==> config.mk <==
export PLATFORM = sky130hd
export DESIGN_NAME = eth_rx_mac
export DESIGN_NICKNAME = d
export VERILOG_FILES = /design/src/eth_pkg.sv /design/src/crc32_ethernet.sv /design/src/eth_rx_mac.sv
export SDC_FILE = /design/constraint.sdc
export NUM_CORES = 1
export LEC_CHECK = 0
export BUFFER_PORTS_ARGS = -buffer_cell sky130_fd_sc_hd__buf_4
export CORE_ASPECT_RATIO = 0.9
export CORE_MARGIN = 8
export CORE_UTILIZATION = 54
export CTS_CLUSTER_DIAMETER = 120
export DETAILED_ROUTE_END_ITERATION = 12
export MAX_ROUTING_LAYER = met4
export PLACE_DENSITY = 0.76
export SYNTH_ARGS = -nofsm -noshare
export SYNTH_HDL_FRONTEND = slang
export SYNTH_HIERARCHICAL = 1
export SYNTH_SLANG_ARGS = --single-unit
==> constraint.sdc <==
create_clock -name gmii_rx_clk -period 3.2 [get_ports gmii_rx_clk]
set_input_delay 0.48 -clock gmii_rx_clk [delete_from_list [all_inputs] [get_ports gmii_rx_clk]]
set_output_delay 0.48 -clock gmii_rx_clk [all_outputs]
set_load 0.005 [all_outputs]
==> src/eth_pkg.sv <==
`default_nettype none

package eth_pkg;

	//////////////////////////////////////////////////////////////////////////////
	// Receive FSM

	// Four-bit state code with IDLE at zero
	typedef enum logic [3:0] {
		IDLE       = 4'h0,
		DROP       = 4'h1,
		PREAMBLE   = 4'h2,
		FRAME_DATA = 4'h3,
		CRC        = 4'h4
	} rx_state_t;

	//////////////////////////////////////////////////////////////////////////////
	// GMII framing bytes

	localparam logic [7:0] GMII_PREAMBLE = 8'h55;
	localparam logic [7:0] GMII_SFD      = 8'hD5;

	//////////////////////////////////////////////////////////////////////////////
	// Data path widths

	// Frame data moves as 32-bit words with the first byte in the top lane
	localparam int WORD_BITS = 32;

	// Valid bytes in one word from 1 to 4
	typedef logic [2:0] byte_count_t;

	// Default buffer depth as log2 of words
	localparam int ADDR_BITS_DEFAULT = 8;

endpackage

`default_nettype wire

==> src/crc32_ethernet.sv <==
`timescale 1ns/1ps
`default_nettype none

module crc32_ethernet (
	input wire         gmii_rx_clk,
	input wire         reset,
	input wire         crc_reset,
	input wire         update,
	input wire  [7:0]  din,
	output logic [31:0] crc
);

	// IEEE 802.3 generator polynomial, MSB-first form
	localparam logic [31:0] CRC_POLY = 32'h04C11DB7;

	logic [31:0] crc_reg;

	// One byte through the shift register, bit 0 goes first on the wire
	function automatic logic [31:0] crc_next(input logic [31:0] c, input logic [7:0] d);
		logic [31:0] r;
		logic        fb;
		int          i;
		r = c;
		for (i = 0; i < 8; i++) begin
			fb = r[31] ^ d[i];
			r  = {r[30:0], 1'b0};
			if (fb)
				r = r ^ CRC_POLY;
		end
		return r;
	endfunction

	// Preset to all ones at the start of every frame
	always_ff @(posedge gmii_rx_clk) begin
		if (reset || crc_reset)
			crc_reg <= 32'hFFFF_FFFF;
		else if (update)
			crc_reg <= crc_next(crc_reg, din);
	end

	// Reflect each byte and invert, so the result lines up with FCS bytes
	// packed first byte in the top lane
	for (genvar b = 0; b < 4; b++) begin : g_byte
		for (genvar j = 0; j < 8; j++) begin : g_bit
			assign crc[8*b + j] = ~crc_reg[8*b + 7 - j];
		end
	end

endmodule

`default_nettype wire

==> src/eth_rx_mac.sv <==
`timescale 1ns/1ps
`default_nettype none

module eth_rx_mac import eth_pkg::*; (
	input wire                   gmii_rx_clk,
	input wire                   reset,
	input wire                   gmii_rx_en,
	input wire                   gmii_rx_er,
	input wire  [7:0]            gmii_rx_data,
	output logic                 rx_start,
	output logic                 rx_data_valid,
	output logic [WORD_BITS-1:0] rx_data,
	output byte_count_t          rx_bytes_valid,
	output logic                 rx_commit,
	output logic                 rx_drop
);

	rx_state_t            state;
	logic [1:0]           byte_pos;
	logic [WORD_BITS-1:0] pending_word;
	logic [WORD_BITS-1:0] next_word;
	logic                 held_valid;
	logic [WORD_BITS-1:0] held_word;

	//////////////////////////////////////////////////////////////////////////////
	// CRC over the frame bytes

	logic        crc_reset;
	logic        crc_update;
	logic [31:0] crc_now;
	logic [31:0] crc_dly [0:4];

	// Preset while waiting for the SFD, then one byte per cycle
	assign crc_reset  = (state == PREAMBLE);
	assign crc_update = gmii_rx_en && (state == FRAME_DATA);

	crc32_ethernet crc_i (
		.gmii_rx_clk (gmii_rx_clk),
		.reset       (reset),
		.crc_reset   (crc_reset),
		.update      (crc_update),
		.din         (gmii_rx_data),
		.crc         (crc_now)
	);

	// Five stages line up the CRC of the data bytes alone
	// with the FCS sitting in the pending word during the CRC state
	always_ff @(posedge gmii_rx_clk) begin
		crc_dly[0] <= crc_now;
		crc_dly[1] <= crc_dly[0];
		crc_dly[2] <= crc_dly[1];
		crc_dly[3] <= crc_dly[2];
		crc_dly[4] <= crc_dly[3];
	end

	//////////////////////////////////////////////////////////////////////////////
	// Word packing

	// Shift in from the bottom, first byte ends up in the top lane
	assign next_word = {pending_word[WORD_BITS-9:0], gmii_rx_data};

	always_ff @(posedge gmii_rx_clk) begin
		if (state == FRAME_DATA) begin
			if (gmii_rx_en) begin
				pending_word <= next_word;

				// Word complete, hold it and push out the one before
				if (byte_pos == 2'd3) begin
					held_word      <= next_word;
					rx_data        <= held_word;
					rx_bytes_valid <= 3'd4;
				end
			end else begin
				// Leftover bytes are data, the rest of the held word is FCS
				rx_bytes_valid <= {1'b0, byte_pos};
				case (byte_pos)
					2'd1:    rx_data <= {held_word[31:24], 24'h0};
					2'd2:    rx_data <= {held_word[31:16], 16'h0};
					2'd3:    rx_data <= {held_word[31:8], 8'h0};
					default: rx_data <= held_word;
				endcase
			end
		end
	end

	//////////////////////////////////////////////////////////////////////////////
	// Receive FSM

	always_ff @(posedge gmii_rx_clk) begin
		if (reset) begin
			state         <= IDLE;
			byte_pos      <= 2'd0;
			held_valid    <= 1'b0;
			rx_start      <= 1'b0;
			rx_data_valid <= 1'b0;
			rx_commit     <= 1'b0;
			rx_drop       <= 1'b0;
		end else begin
			// Strobes are single cycle
			rx_start      <= 1'b0;
			rx_data_valid <= 1'b0;
			rx_commit     <= 1'b0;
			rx_drop       <= 1'b0;

			case (state)
				// First byte must be clean preamble
				IDLE: begin
					if (gmii_rx_en) begin
						if ((gmii_rx_data == GMII_PREAMBLE) && !gmii_rx_er)
							state <= PREAMBLE;
						else
							state <= DROP;
					end
				end

				// Runts and bad preamble bytes never reach the writer
				PREAMBLE: begin
					if (!gmii_rx_en) begin
						state <= IDLE;
					end else if (gmii_rx_data == GMII_SFD) begin
						rx_start   <= 1'b1;
						byte_pos   <= 2'd0;
						held_valid <= 1'b0;
						state      <= FRAME_DATA;
					end else if (gmii_rx_data != GMII_PREAMBLE) begin
						state <= DROP;
					end
				end

				FRAME_DATA: begin
					if (!gmii_rx_en) begin
						// Flush a partial word, if any
						rx_data_valid <= (byte_pos != 2'd0) && held_valid;
						state         <= CRC;
					end else begin
						byte_pos <= byte_pos + 2'd1;
						if (byte_pos == 2'd3) begin
							held_valid    <= 1'b1;
							rx_data_valid <= held_valid;
						end
					end
				end

				// Last four bytes on the wire against the delayed CRC
				CRC: begin
					state <= IDLE;
					if (crc_dly[4] == pending_word)
						rx_commit <= 1'b1;
					else
						rx_drop <= 1'b1;
				end

				// Skip the rest of a broken frame
				DROP: begin
					if (!gmii_rx_en)
						state <= IDLE;
				end

				default: state <= IDLE;
			endcase
		end
	end

endmodule

`default_nettype wire

==> impl_metrics.csv <==
group,metric,value,unit
power,switching_share,0.192,
worst_hold_path,holdCritPathClass,"in -> reg",
grt,antenna_found_initial,0,
cells_and_area,antennaDiodeCount,0,
cells_and_area,drive_above_1_share,0.179,
placement,gp_congestion,0.864,
power,internal-power,5950,µW
synthesis,syn-cell-area,9490,µm²
clocking,clock-sinks,301,
floorplanning,die_y,142,µm
drt,wl_per_cell,16.4,µm
grt,grt_pass1_vias,4619,
cells_and_area,regMostFlops,"crc_dly",
critical_path,path_max_fanout,45,
clocking,cts_tree,"yes",
synthesis,synth_top_cell_by_area,"dfxtp_1",
critical_path,critical_path.startpoint,"state[0]",
placement,place_hpwl,10300,µm
synthesis,synthCells,599,
synthesis,synth.top_cell.area_share,0.426,
synthesis,synth_area_per_cell,15.8,µm²
power,power_switching,1420,µW
clocking,post_cts_buffers,0,
sta,drv_slew,0,
cells_and_area,final_nets,686,
synthesis,synth_warnings,6,
clocking,cts_root_buffer,"clkbuf_16",
clocking,clock_path_buffers,3,
grt,grtUsageTotal,0.145,
drt,vias,4508,
worst_hold_path,min_from,"gmii_rx_data[5]",
sta,finalCriticalPeriod,2150,ps
clocking,clk_pin_slew,60,ps
synthesis,yosysSeqAreaShare,0.740,
cells_and_area,fillers,1208,
grt,grt_pass1_wl,24400,µm
drt,drc,0,
synthesis,synthesis.nets,614,
clocking,post_cts_resized,0,
power,ir_drop,0.386,mV
placement,placed_cell_area,10200,µm²
critical_path,worstPathArrival,2540,ps
critical_path,critPathCaptureType,"register",
synthesis,netlist-cell-type-count,50,
critical_path,critical_path.cell_chain,"nand3b_1, nor2_4, clkinv_1, buf_4, nor2_1, a21oi_1",
power,p_clk_frac,0.429,
placement,place_ws,945,ps
sta,fin_crit_sh,0.672,
clocking,cts_buffers,28,
drt,wl,15300,µm
critical_path,r2r_start,"state[0]",
power,p_leak,0.00449,µW
synthesis,yosysMostFrequentCell,"dfxtp_1",
power,combPwrFrac,0.037,
synthesis,async_flop_share,0,
grt,overflow,0,
clocking,cts-hold-fix-buffers,0,
clocking,htreeDepth,1,
synthesis,yosys_register_bits,301,
floorplanning,initial_core_util,0.544,
floorplanning,core_area,17400,µm²
drt,drtPass1Iterations,4,
synthesis,synth.area.top_cells,"dfxtp_1 43%, edfxtp_1 31%, xnor2_1 5.3%",
synthesis,synth-edff-count,99,
power,power,7370,µW
synthesis,synthFlopType,"dfxtp_1",
cells_and_area,seqCellArea,7020,µm²
cells_and_area,multiInputGateArea,2290,µm²
sta,skew,19.1,ps
sta,setup_tns,0,ps
sta,setup-violations-final,0,
power,seqPwrFrac,0.534,
critical_path,cp-start-kind,"register",
cells_and_area,fin_area,11100,µm²
sta,final_hold_viol_count,0,
floorplanning,die_area,22100,µm²
placement,dp.cells,881,
sta,fin_ws,1050,ps
critical_path,critPathRequiredTime,3590,ps
critical_path,critical_path_class,"reg -> reg",
placement,io_buffers,50,
drt,route.antenna.remaining_nets,0,
sta,rsz0062_at_grt,"false",
drt,drt_iter0_drc,279,
sta,worst_slew_pin_slew,943,ps
outcome,status,"finished clean",
cells_and_area,largest_register_ffs,160,
floorplanning,die_w,156,µm
sta,slew_headroom,0.366,
cells_and_area,syn2layout_area_growth,17.0,%
flow_run,maxCapViolCount,0,
floorplanning,placementRows,46,
grt,grt_start_max_net_pins,49,
floorplanning,design.portCount,51,
drt,via_per_inst,4.83,
clocking,clkLatencyLatePin,520,ps
power,power_density,664,nW/µm²
cells_and_area,final_cells,933,
synthesis,ys_top_cells_by_count,"202 x dfxtp_1, 99 x edfxtp_1, 57 x xnor2_1",
critical_path,slowest_delay,540,ps
critical_path,worst_path_max_delay_cell,"dfxtp_1",
sta,fmax,465,MHz
layout make-up:
class / count / area share
timing repair buffer: 56 / 0.0390
clock inverter: 8 / 0.00383
sequential: 301 / 0.632
inverter: 39 / 0.0132
clock buffer: 44 / 0.0789
multi-input combinational: 245 / 0.206
tap: 240 / 0.0270
logic make-up (layout without fill, tap and decap cells):
family                     count (synthesis)  after routing  share of synthesized area
buffers and inverters                     53            147                     0.0223
AOI/OAI and AO/OA                         57             57                     0.0396
xor gates and xnor gates                  95             95                      0.140
DFF                                      301            301                      0.740
adders and majority gates                  3              3                    0.00396
and+or+nand+nor                           90             90                     0.0547
power by group through the flow:
stage	sequential [µW]	combinational, µW	clock, µW
finish	3930	272	3160
global route	3930	290	3410
CTS	3930	273	3230
detailed placement	4010	269	0
global placement	4010	260	0
floorplan	4010	213	0
metrics by stage:
| stage | hold WS, ps | utilization |
|---|---|---|
| floorplan | 310 | - |
| global placement | 310 | 0.584 |
| detailed placement | 312 | 0.584 |
| CTS | 182 | 0.637 |
| global route | 177 | 0.637 |
| finish | 202 | 0.637 |
cell usage in the layout, fill, tap and decap left out, types with 2 or more instances in the layout:
cell type and count:
dfxtp_1 202, edfxtp_1 99, xnor2_1 57, buf_4 55
inv_1 38, clkbuf_16 31, nor2b_1 22, nand2_1 20
xnor3_1 20, a21oi_1 17, o211ai_1 16, nor2_1 9
nand4_1 9, xnor2_4 8, o21ai_1 8, nor3_1 7
clkinv_2 7, clkbuf_1 7, xnor2_2 6, clkbuf_8 5
nand3b_1 3, nor4_1 3, ha_1 3, and2b_1 2
and2_1 2, o41ai_1 2, xor2_1 2, o21ai_0 2
a21o_1 2, nand3_1 2, o31a_1 2
worst max-delay path, delay by kind of cell, from the launching register on:
kind	cells	cell delay, ps
and+or+nand+nor	3	990
DFF	1	540
buffers and inverters	2	380
AOI/OAI and AO/OA	1	110
final timing paths:
path                                    endpoint  slack [ps]  depth (start not counted)
worst max-delay path            crc_i/crc_reg[7]        1050                          6
worst min-delay path                held_word[5]         200                          1
worst max register to register  crc_i/crc_reg[7]        1050                          6
worst min register to register   crc_dly[0][139]         320                          0
per-layer routing:
metal | vias up | track usage | part of all wire
met2 | 137 | 0.246 | 0.50
met5 | - | - | 0
li1 | 2198 | - | -
met3 | 28 | 0.0304 | 0.066
met1 | 2145 | 0.170 | 0.41
met4 | 0 | 0.0500 | 0.022
Note: power is estimated with default switching activity, not from simulation.
