$ cat config.mk
export PLATFORM = sky130hd
export DESIGN_NAME = rx_frame_writer
export DESIGN_NICKNAME = d
export VERILOG_FILES = /design/src/eth_pkg.sv /design/src/rx_frame_writer.sv
export SDC_FILE = /design/constraint.sdc
export NUM_CORES = 1
export LEC_CHECK = 0
export BUFFER_PORTS_ARGS = -buffer_cell sky130_fd_sc_hd__buf_2
export CAP_MARGIN = 5
export CORE_ASPECT_RATIO = 0.8
export CORE_MARGIN = 2
export CORE_UTILIZATION = 45
export DETAILED_ROUTE_END_ITERATION = 8
export PLACE_DENSITY = 0.76
export SYNTH_ARGS = -nofsm -noshare
export SYNTH_HDL_FRONTEND = slang
export SYNTH_SLANG_ARGS = --single-unit
$ cat constraint.sdc
create_clock -name gmii_rx_clk -period 5.8 [get_ports gmii_rx_clk]
set_input_delay 0.87 -clock gmii_rx_clk [delete_from_list [all_inputs] [get_ports gmii_rx_clk]]
set_output_delay 0.87 -clock gmii_rx_clk [all_outputs]
set_load 0.03 [all_outputs]
$ cat src/eth_pkg.sv
`default_nettype none

package eth_pkg;

	//////////////////////////////////////////////////////////////////////////////
	// Receive FSM

	// Four-bit state code with IDLE at zero
	typedef enum logic [3:0] {
		IDLE       = 4'h0,
		DROP       = 4'h1,
		PREAMBLE   = 4'h2,
		FRAME_DATA = 4'h3,
		CRC        = 4'h4
	} rx_state_t;

	//////////////////////////////////////////////////////////////////////////////
	// GMII framing bytes

	localparam logic [7:0] GMII_PREAMBLE = 8'h55;
	localparam logic [7:0] GMII_SFD      = 8'hD5;

	//////////////////////////////////////////////////////////////////////////////
	// Data path widths

	// Frame data moves as 32-bit words with the first byte in the top lane
	localparam int WORD_BITS = 32;

	// Valid bytes in one word from 1 to 4
	typedef logic [2:0] byte_count_t;

	// Default buffer depth as log2 of words
	localparam int ADDR_BITS_DEFAULT = 8;

endpackage

`default_nettype wire

$ cat src/rx_frame_writer.sv
`timescale 1ns/1ps
`default_nettype none

module rx_frame_writer import eth_pkg::*; #(
	parameter int BUF_ADDR_BITS = 8
) (
	input wire                       gmii_rx_clk,
	input wire                       reset,
	input wire                       rx_start,
	input wire                       rx_data_valid,
	input wire  [WORD_BITS-1:0]      rx_data,
	input wire  byte_count_t         rx_bytes_valid,
	input wire                       rx_commit,
	input wire                       rx_drop,
	output logic                     wr_en,
	output logic [BUF_ADDR_BITS-1:0] wr_addr,
	output logic [WORD_BITS-1:0]     wr_data,
	output logic                     frame_ready,
	output logic [BUF_ADDR_BITS-1:0] frame_base,
	output logic [BUF_ADDR_BITS:0]   frame_words,
	output byte_count_t              frame_last_bytes,
	output logic [31:0]              rx_frames,
	output logic [31:0]              rx_crc_errors
);

	logic [BUF_ADDR_BITS-1:0] wr_ptr;
	logic [BUF_ADDR_BITS-1:0] base_ptr;
	logic [BUF_ADDR_BITS:0]   word_count;
	byte_count_t              last_bytes;

	// Pointer, strobes and counters
	always_ff @(posedge gmii_rx_clk) begin
		if (reset) begin
			wr_ptr        <= '0;
			wr_en         <= 1'b0;
			frame_ready   <= 1'b0;
			rx_frames     <= 32'd0;
			rx_crc_errors <= 32'd0;
		end else begin
			wr_en       <= rx_data_valid;
			frame_ready <= rx_commit;

			// Ring buffer, pointer wraps on its own
			if (rx_data_valid)
				wr_ptr <= wr_ptr + 1'b1;

			if (rx_commit)
				rx_frames <= rx_frames + 32'd1;

			// Bad frame, give its space back
			if (rx_drop) begin
				wr_ptr        <= base_ptr;
				rx_crc_errors <= rx_crc_errors + 32'd1;
			end
		end
	end

	// Per-frame bookkeeping and write data
	always_ff @(posedge gmii_rx_clk) begin
		if (rx_start) begin
			base_ptr   <= wr_ptr;
			word_count <= '0;
		end
		if (rx_data_valid) begin
			wr_addr    <= wr_ptr;
			wr_data    <= rx_data;
			word_count <= word_count + 1'b1;
			last_bytes <= rx_bytes_valid;
		end
		if (rx_commit) begin
			frame_base       <= base_ptr;
			frame_words      <= word_count;
			frame_last_bytes <= last_bytes;
		end
	end

endmodule

`default_nettype wire
==> results of run 1 <==
-- sequential cells by signal, summed over array words and instances (netlist names) --
register,count
rx_crc_errors,32
rx_frames,32
wr_data,32
frame_words,9
word_count,9
base_ptr,8
frame_base,8
wr_addr,8
wr_ptr,8
frame_last_bytes,3
last_bytes,3
frame_ready,1
wr_en,1
-- worst max path at each step --
stage                     startpoint       endpoint  slack (ns)  cells past startpoint
final                      rx_commit  rx_frames[24]        2.90                      5
after global routing       rx_commit  rx_frames[24]        2.69                      5
after CTS                  rx_commit  rx_frames[26]        2.90                      5
after detailed placement   rx_commit  rx_frames[31]        2.52                      5
after global placement     rx_commit  rx_frames[31]        2.60                      5
after floorplan            rx_commit  rx_frames[31]        3.31                      6
-- Yosys cell counts, types with 14 or more instances --
library cell and count:
dfxtp_1 74, nand2_1 33, or4_1 23, or3_1 20, o21ai_0 19, o31ai_1 21, a21oi_1 38, nand4_1 15
xor2_1 14, edfxtp_1 80, clkbuf_1 23, xnor2_1 15, nand3_1 23, nor2_1 36
-- per-layer routing --
| metal | up-vias | global-route usage, % |
|---|---|---|
| met4 | 0 | 7.751 |
| met2 | 170 | 28.75 |
| met3 | 19 | 5.791 |
| met5 | - | 0 |
| li1 | 2265 | - |
| met1 | 2199 | 24.67 |
-- logic make-up (layout without fill, tap and decap cells) --
logic type | count (synthesis) | after routing
AOI/OAI and AO/OA | 86 | 86
xor gates and xnor gates | 29 | 29
adders and majority gates | 4 | 4
buffers and inverters | 38 | 211
DFF | 154 | 154
muxes | 10 | 10
and+or+nand+nor | 199 | 199
-- critical path: stages --
cell and delay [ns]:
buf_2 0.45, nand4_1 0.65, or3_1 0.65, or4_1 0.44
a21oi_1 0.15
-- metrics by stage --
| stage | util (%) | hold slack, ns |
|---|---|---|
| 6_report | 58.67 | 0.4213 |
| 5_1_grt | 58.67 | 0.4263 |
| 4_1_cts | 58.67 | 0.4200 |
| 3_5_place_dp | 53.99 | 0.4061 |
| 3_3_place_gp | 53.99 | 0.4016 |
| 2_1_floorplan | - | 0.4003 |
-- final cells by class --
class                           instances  area [um2]  share of cell area [%]
Clock buffer                           25       496.7                   6.508
Clock inverter                          7       112.6                   1.475
Inverter                               11       41.29                  0.5410
Multi-Input combinational cell        328        2033                   26.64
Sequential cell                       154        3884                   50.89
Tap cell                              175       219.0                   2.869
Timing Repair Buffer                  168       845.8                   11.08
-- where the power goes --
part	internal (mW)	total (mW)	switching, mW
Sequential	1.21	1.23	0.0256
Combinational	0.0486	0.172	0.123
Clock	0.724	1.13	0.403
==> metrics, run 1 <==
core area 13010 um2; Leakage roughly 3.0 nW; Yosys top cell by area edfxtp_1; nets 725; CP Class in -> reg; fin cells 868; dpl hpwl slightly above 9000 um; CTS Buf Count 17; post-synthesis adder-cell area fraction less than 1%; FILL cells between 1000 and 1500; relative slew slack about a third; Layout area overhead 25.75%; first-pass GRT wire length 21220 um; Routability Congestion roughly 0.8; most frequent cells in the layout 166 x buf_2, 80 x edfxtp_1, 74 x dfxtp_1, 38 x a21oi_1, 36 x nor2_1; sequential cell area fraction in the yosys report between 60% and 70%; Synthesized Nets about 570; most common cell after layout, fill and taps aside buf_2; row count 37; simple-gate area share of the yosys netlist a little under a fifth; initial core utilization 46.66%; diode count 0; Least-Margin Pin Slew between 1 and 1.5 ns; Main synth FF type edfxtp_1; Synth Register Bits 154; DRC viols 0; total gr overflow 0; fin crit share 49.93%; Post-Route Setup TNS 0 ns; Setup Slack @ Placement between 2 and 3 ns; largest family of logic cells by synthesized area simple AND/OR/NAND/NOR gates; initial antenna violation count 0; mux contribution to synthesized area under 10%; Yosys warning total 0; status complete, no violations; final count of hold timing violations 0; Final min period roughly 2.9 ns; M1 WL 5851 um; Avg WL per Cell 15.20 um; Port-buffer cells around 170; WL met2 just over 6000 um; Max Root-Sink Buffers 2; min-delay worst type reg -> reg; Die Area approximately 14000 um2; placed cell count approximately 840; uppermost layer routed met4; FFs w/ async S/R, synth 0%; Avg Cell Area, Syn 11.67 um2; R2R depth 4; met3 wire length around 930 um; xor and xnor area share after synthesis between 4 and 5%; detailed-route wire length ~13000 um; post-synthesis compound-gate area fraction 8.328%; Detailed Routing Iterations Pass 1 5; Post-CTS Setup Bufs 0; post-synthesis cell type count 35; PwrDens 331.5 nW/um2; worst vdd ir between 0.15 and 0.2 mV; Placed Area between 7000 and 8000 um2; RSZ-0062 raised after global routing false; Design Power ~2.5 mW; CP Max Fanout 26; vias in the first global route approximately 4400; clock sink total between 150 and 200; Critical Path Start Type primary input; DRT iter0 DRCs approximately 280; cts hold-fix bufs 0; crit path DAT 3.23 ns; # setup viols final 0; worst-skew pair later-pin latency a little over 0.4 ns; Antenna Nets Post-Route 0; R2R setup slack between 3 and 4 ns; Resized Gates After CTS 0; CP Capture Type flip-flop; share of the synthesized area in the top cell type about two fifths; Min-Delay Endpoint frame_last_bytes[2]; Hold Path Stages 0; fmax approximately 0.35 GHz; H-tree depth 4; Die X roughly 130 um; Max-cap violations 0; Final Max Tran Viols 0; Ports 167; Reg-to-Reg End rx_crc_errors[31]; Tot GR Track Use about a fifth; Die Y ~110 um; R2R Path Start rx_crc_errors[6]; Root Driver clkbuf_16; Cells after Synth 520; number of synthesized flops with an enable pin 80; clk slew on worst S/H paths roughly 0.06 ns; Vias/cell approximately 5.4; clk_skew ~0.0093 ns; Post-Syn Area 6070 um2; final worst slack between 2 and 3 ns; top post-synthesis cells by area edfxtp_1 40%, dfxtp_1 24%, a21oi_1 3.1%; layout cells sized above 1 around 30%; CTS tree built; cell area after layout ~7600 um2; worst path required time ~6.1 ns; routed via count 4653; worst min-delay path startpoint last_bytes[2]; largest net degree at the start of global routing 82
No activity file was read; power rests on OpenSTA's default activity.
==> run 2, diff against run 1 <==
==> constraint.sdc (replaced) <==
create_clock -name gmii_rx_clk -period 2.9 [get_ports gmii_rx_clk]
set_input_delay 0.435 -clock gmii_rx_clk [delete_from_list [all_inputs] [get_ports gmii_rx_clk]]
set_output_delay 0.435 -clock gmii_rx_clk [all_outputs]
set_load 0.03 [all_outputs]
==> run 2 against run 1 <==
Core utilization fell by 0.44 points. Clock skew decreased by 0.0024 ns. Highest routed layer unchanged. Critical endpoint is now rx_frames[31]. Largest cell class unchanged. Clock-buffer cell count is 4 lower.
==> metrics, run 2 (synthesized netlist as in run 1, its figures left out) <==
relative slew slack just under 50%; cts hold-fix bufs 0; dpl hpwl approximately 9400 um; final count of hold timing violations 0; worst path required time roughly 3.2 ns; vias in the first global route between 4000 and 5000; uppermost layer routed met4; DRC viols 0; H-tree depth 4; worst vdd ir 0.5931 mV; Post-CTS Setup Bufs 0; Max-cap violations 0; Routability Congestion 0.7791; Slowest-stage cell, CP or4b_1; Layout area overhead 24.80%; first-pass GRT wire length roughly 21000 um; core area roughly 13000 um2; Tot GR Track Use a little under a fifth; Root Driver clkbuf_16; PwrDens 631.8 nW/um2; internal cell power about 3.7 mW; Final min period 2.340 ns; routed via count 4645; sequential share of power ~51%; switch share roughly a quarter; CP Class reg -> reg; layout cells sized above 1 30.13%; min-delay worst type in -> reg; Design Power 4.786 mW; Antenna Nets Post-Route 0; CP Capture Type flip-flop; cell family with most CP delay simple AND/OR/NAND/NOR gates; crit path cell chain and4_1, or4b_1, nor4_1, mux2_2; Resized Gates After CTS 0; Port-buffer cells between 150 and 200; fmax 0.4273 GHz; Die Area about 14000 um2; most common cell after layout, fill and taps aside buf_2; CTS tree built; crit path DAT 2.63 ns; crit-path max cell delay around 0.65 ns; Post-Route Setup TNS 0 ns; Sw Pwr about 1.1 mW; clk_skew approximately 0.0069 ns; worst-skew pair later-pin latency slightly above 0.4 ns; initial antenna violation count 0; Final Max Tran Viols 0; largest net degree at the start of global routing 44; clock power share 41.3%; Leakage 2.931 nW; clock sink total approximately 150; most frequent cells in the layout 166 x buf_2, 80 x edfxtp_1, 74 x dfxtp_1, 38 x a21oi_1, 36 x nor2_1; Vias/cell about 5.3; Detailed Routing Iterations Pass 1 6; Avg WL per Cell approximately 15 um; FILL cells between 1000 and 1500; status complete, no violations; nets around 730; DRT iter0 DRCs approximately 300; diode count 0; total gr overflow 0; hold_ws about 0.20 ns; Ports between 150 and 200; detailed-route wire length approximately 13000 um; clk slew on worst S/H paths approximately 0.06 ns; Crit path buffers/inverters 0; Die X ~130 um; met3 wire length between 800 and 900 um; CP Max Fanout 12; initial core utilization 46.66%; RSZ-0062 raised after global routing false; post-layout util around three fifths; row count 37; fin crit share around four fifths; biggest regs rx_crc_errors (32), rx_frames (32), wr_data (32); WL met2 roughly 6300 um; Least-Margin Pin Slew about 0.77 ns; # setup viols final 0; Die Y 107.9 um; Critical Path Start Type flip-flop; Max Root-Sink Buffers 2; M1 WL ~6000 um; CTS Buf Count 17; combinational fraction of design power 7.3%
run 2: area by class of cell:
cell class,instances,area (um2),share of cell area [%]
Sequential cell,154,3884,51.27
Tap cell,175,219.0,2.891
Timing Repair Buffer,172,875.8,11.56
Clock inverter,11,81.33,1.074
Inverter,11,41.29,0.5451
Clock buffer,21,440.4,5.814
Multi-Input combinational cell,328,2033,26.84
run 2: final timing paths:
kind                         endpoint  depth (start not counted)  slack (ns)          start
hold / removal            wr_data[15]                          1        0.20    rx_data[15]
hold reg to reg   frame_last_bytes[0]                          0        0.42  last_bytes[0]
setup reg to reg        rx_frames[31]                          4        0.56   rx_frames[2]
setup / recovery        rx_frames[31]                          4        0.56   rx_frames[2]
run 2: worst register-to-register path: stages, from the launching register on:
cell,delay [ns]
dfxtp_1,0.38
and4_1,0.39
or4b_1,0.66
nor4_1,0.43
mux2_2,0.38
run 2: power groups by stage:
stage          Clock [mW]  Sequential, mW  Combinational (mW)
6_report             1.98            2.46               0.348
5_1_grt              2.11            2.47               0.372
4_1_cts              2.01            2.46               0.353
3_5_place_dp            0            2.51               0.352
3_3_place_gp            0            2.50               0.345
2_1_floorplan           0            2.65              0.0687
run 2: stage by stage:
stage	instances	instance area, um2	setup slack, ns
floorplan	520	6070	0.6704
global placement	840	7053	0.5423
detailed placement	840	7053	0.3927
CTS	872	7575	0.5702
global route	872	7575	0.4388
finish	872	7575	0.5596
run 2: routing by layer:
metal  GRT usage (%)  vias to the layer above
met2           29.63                      137
met1           24.95                     2223
met4           5.927                        0
li1                -                     2271
met3           5.791                       14
met5               0                        -
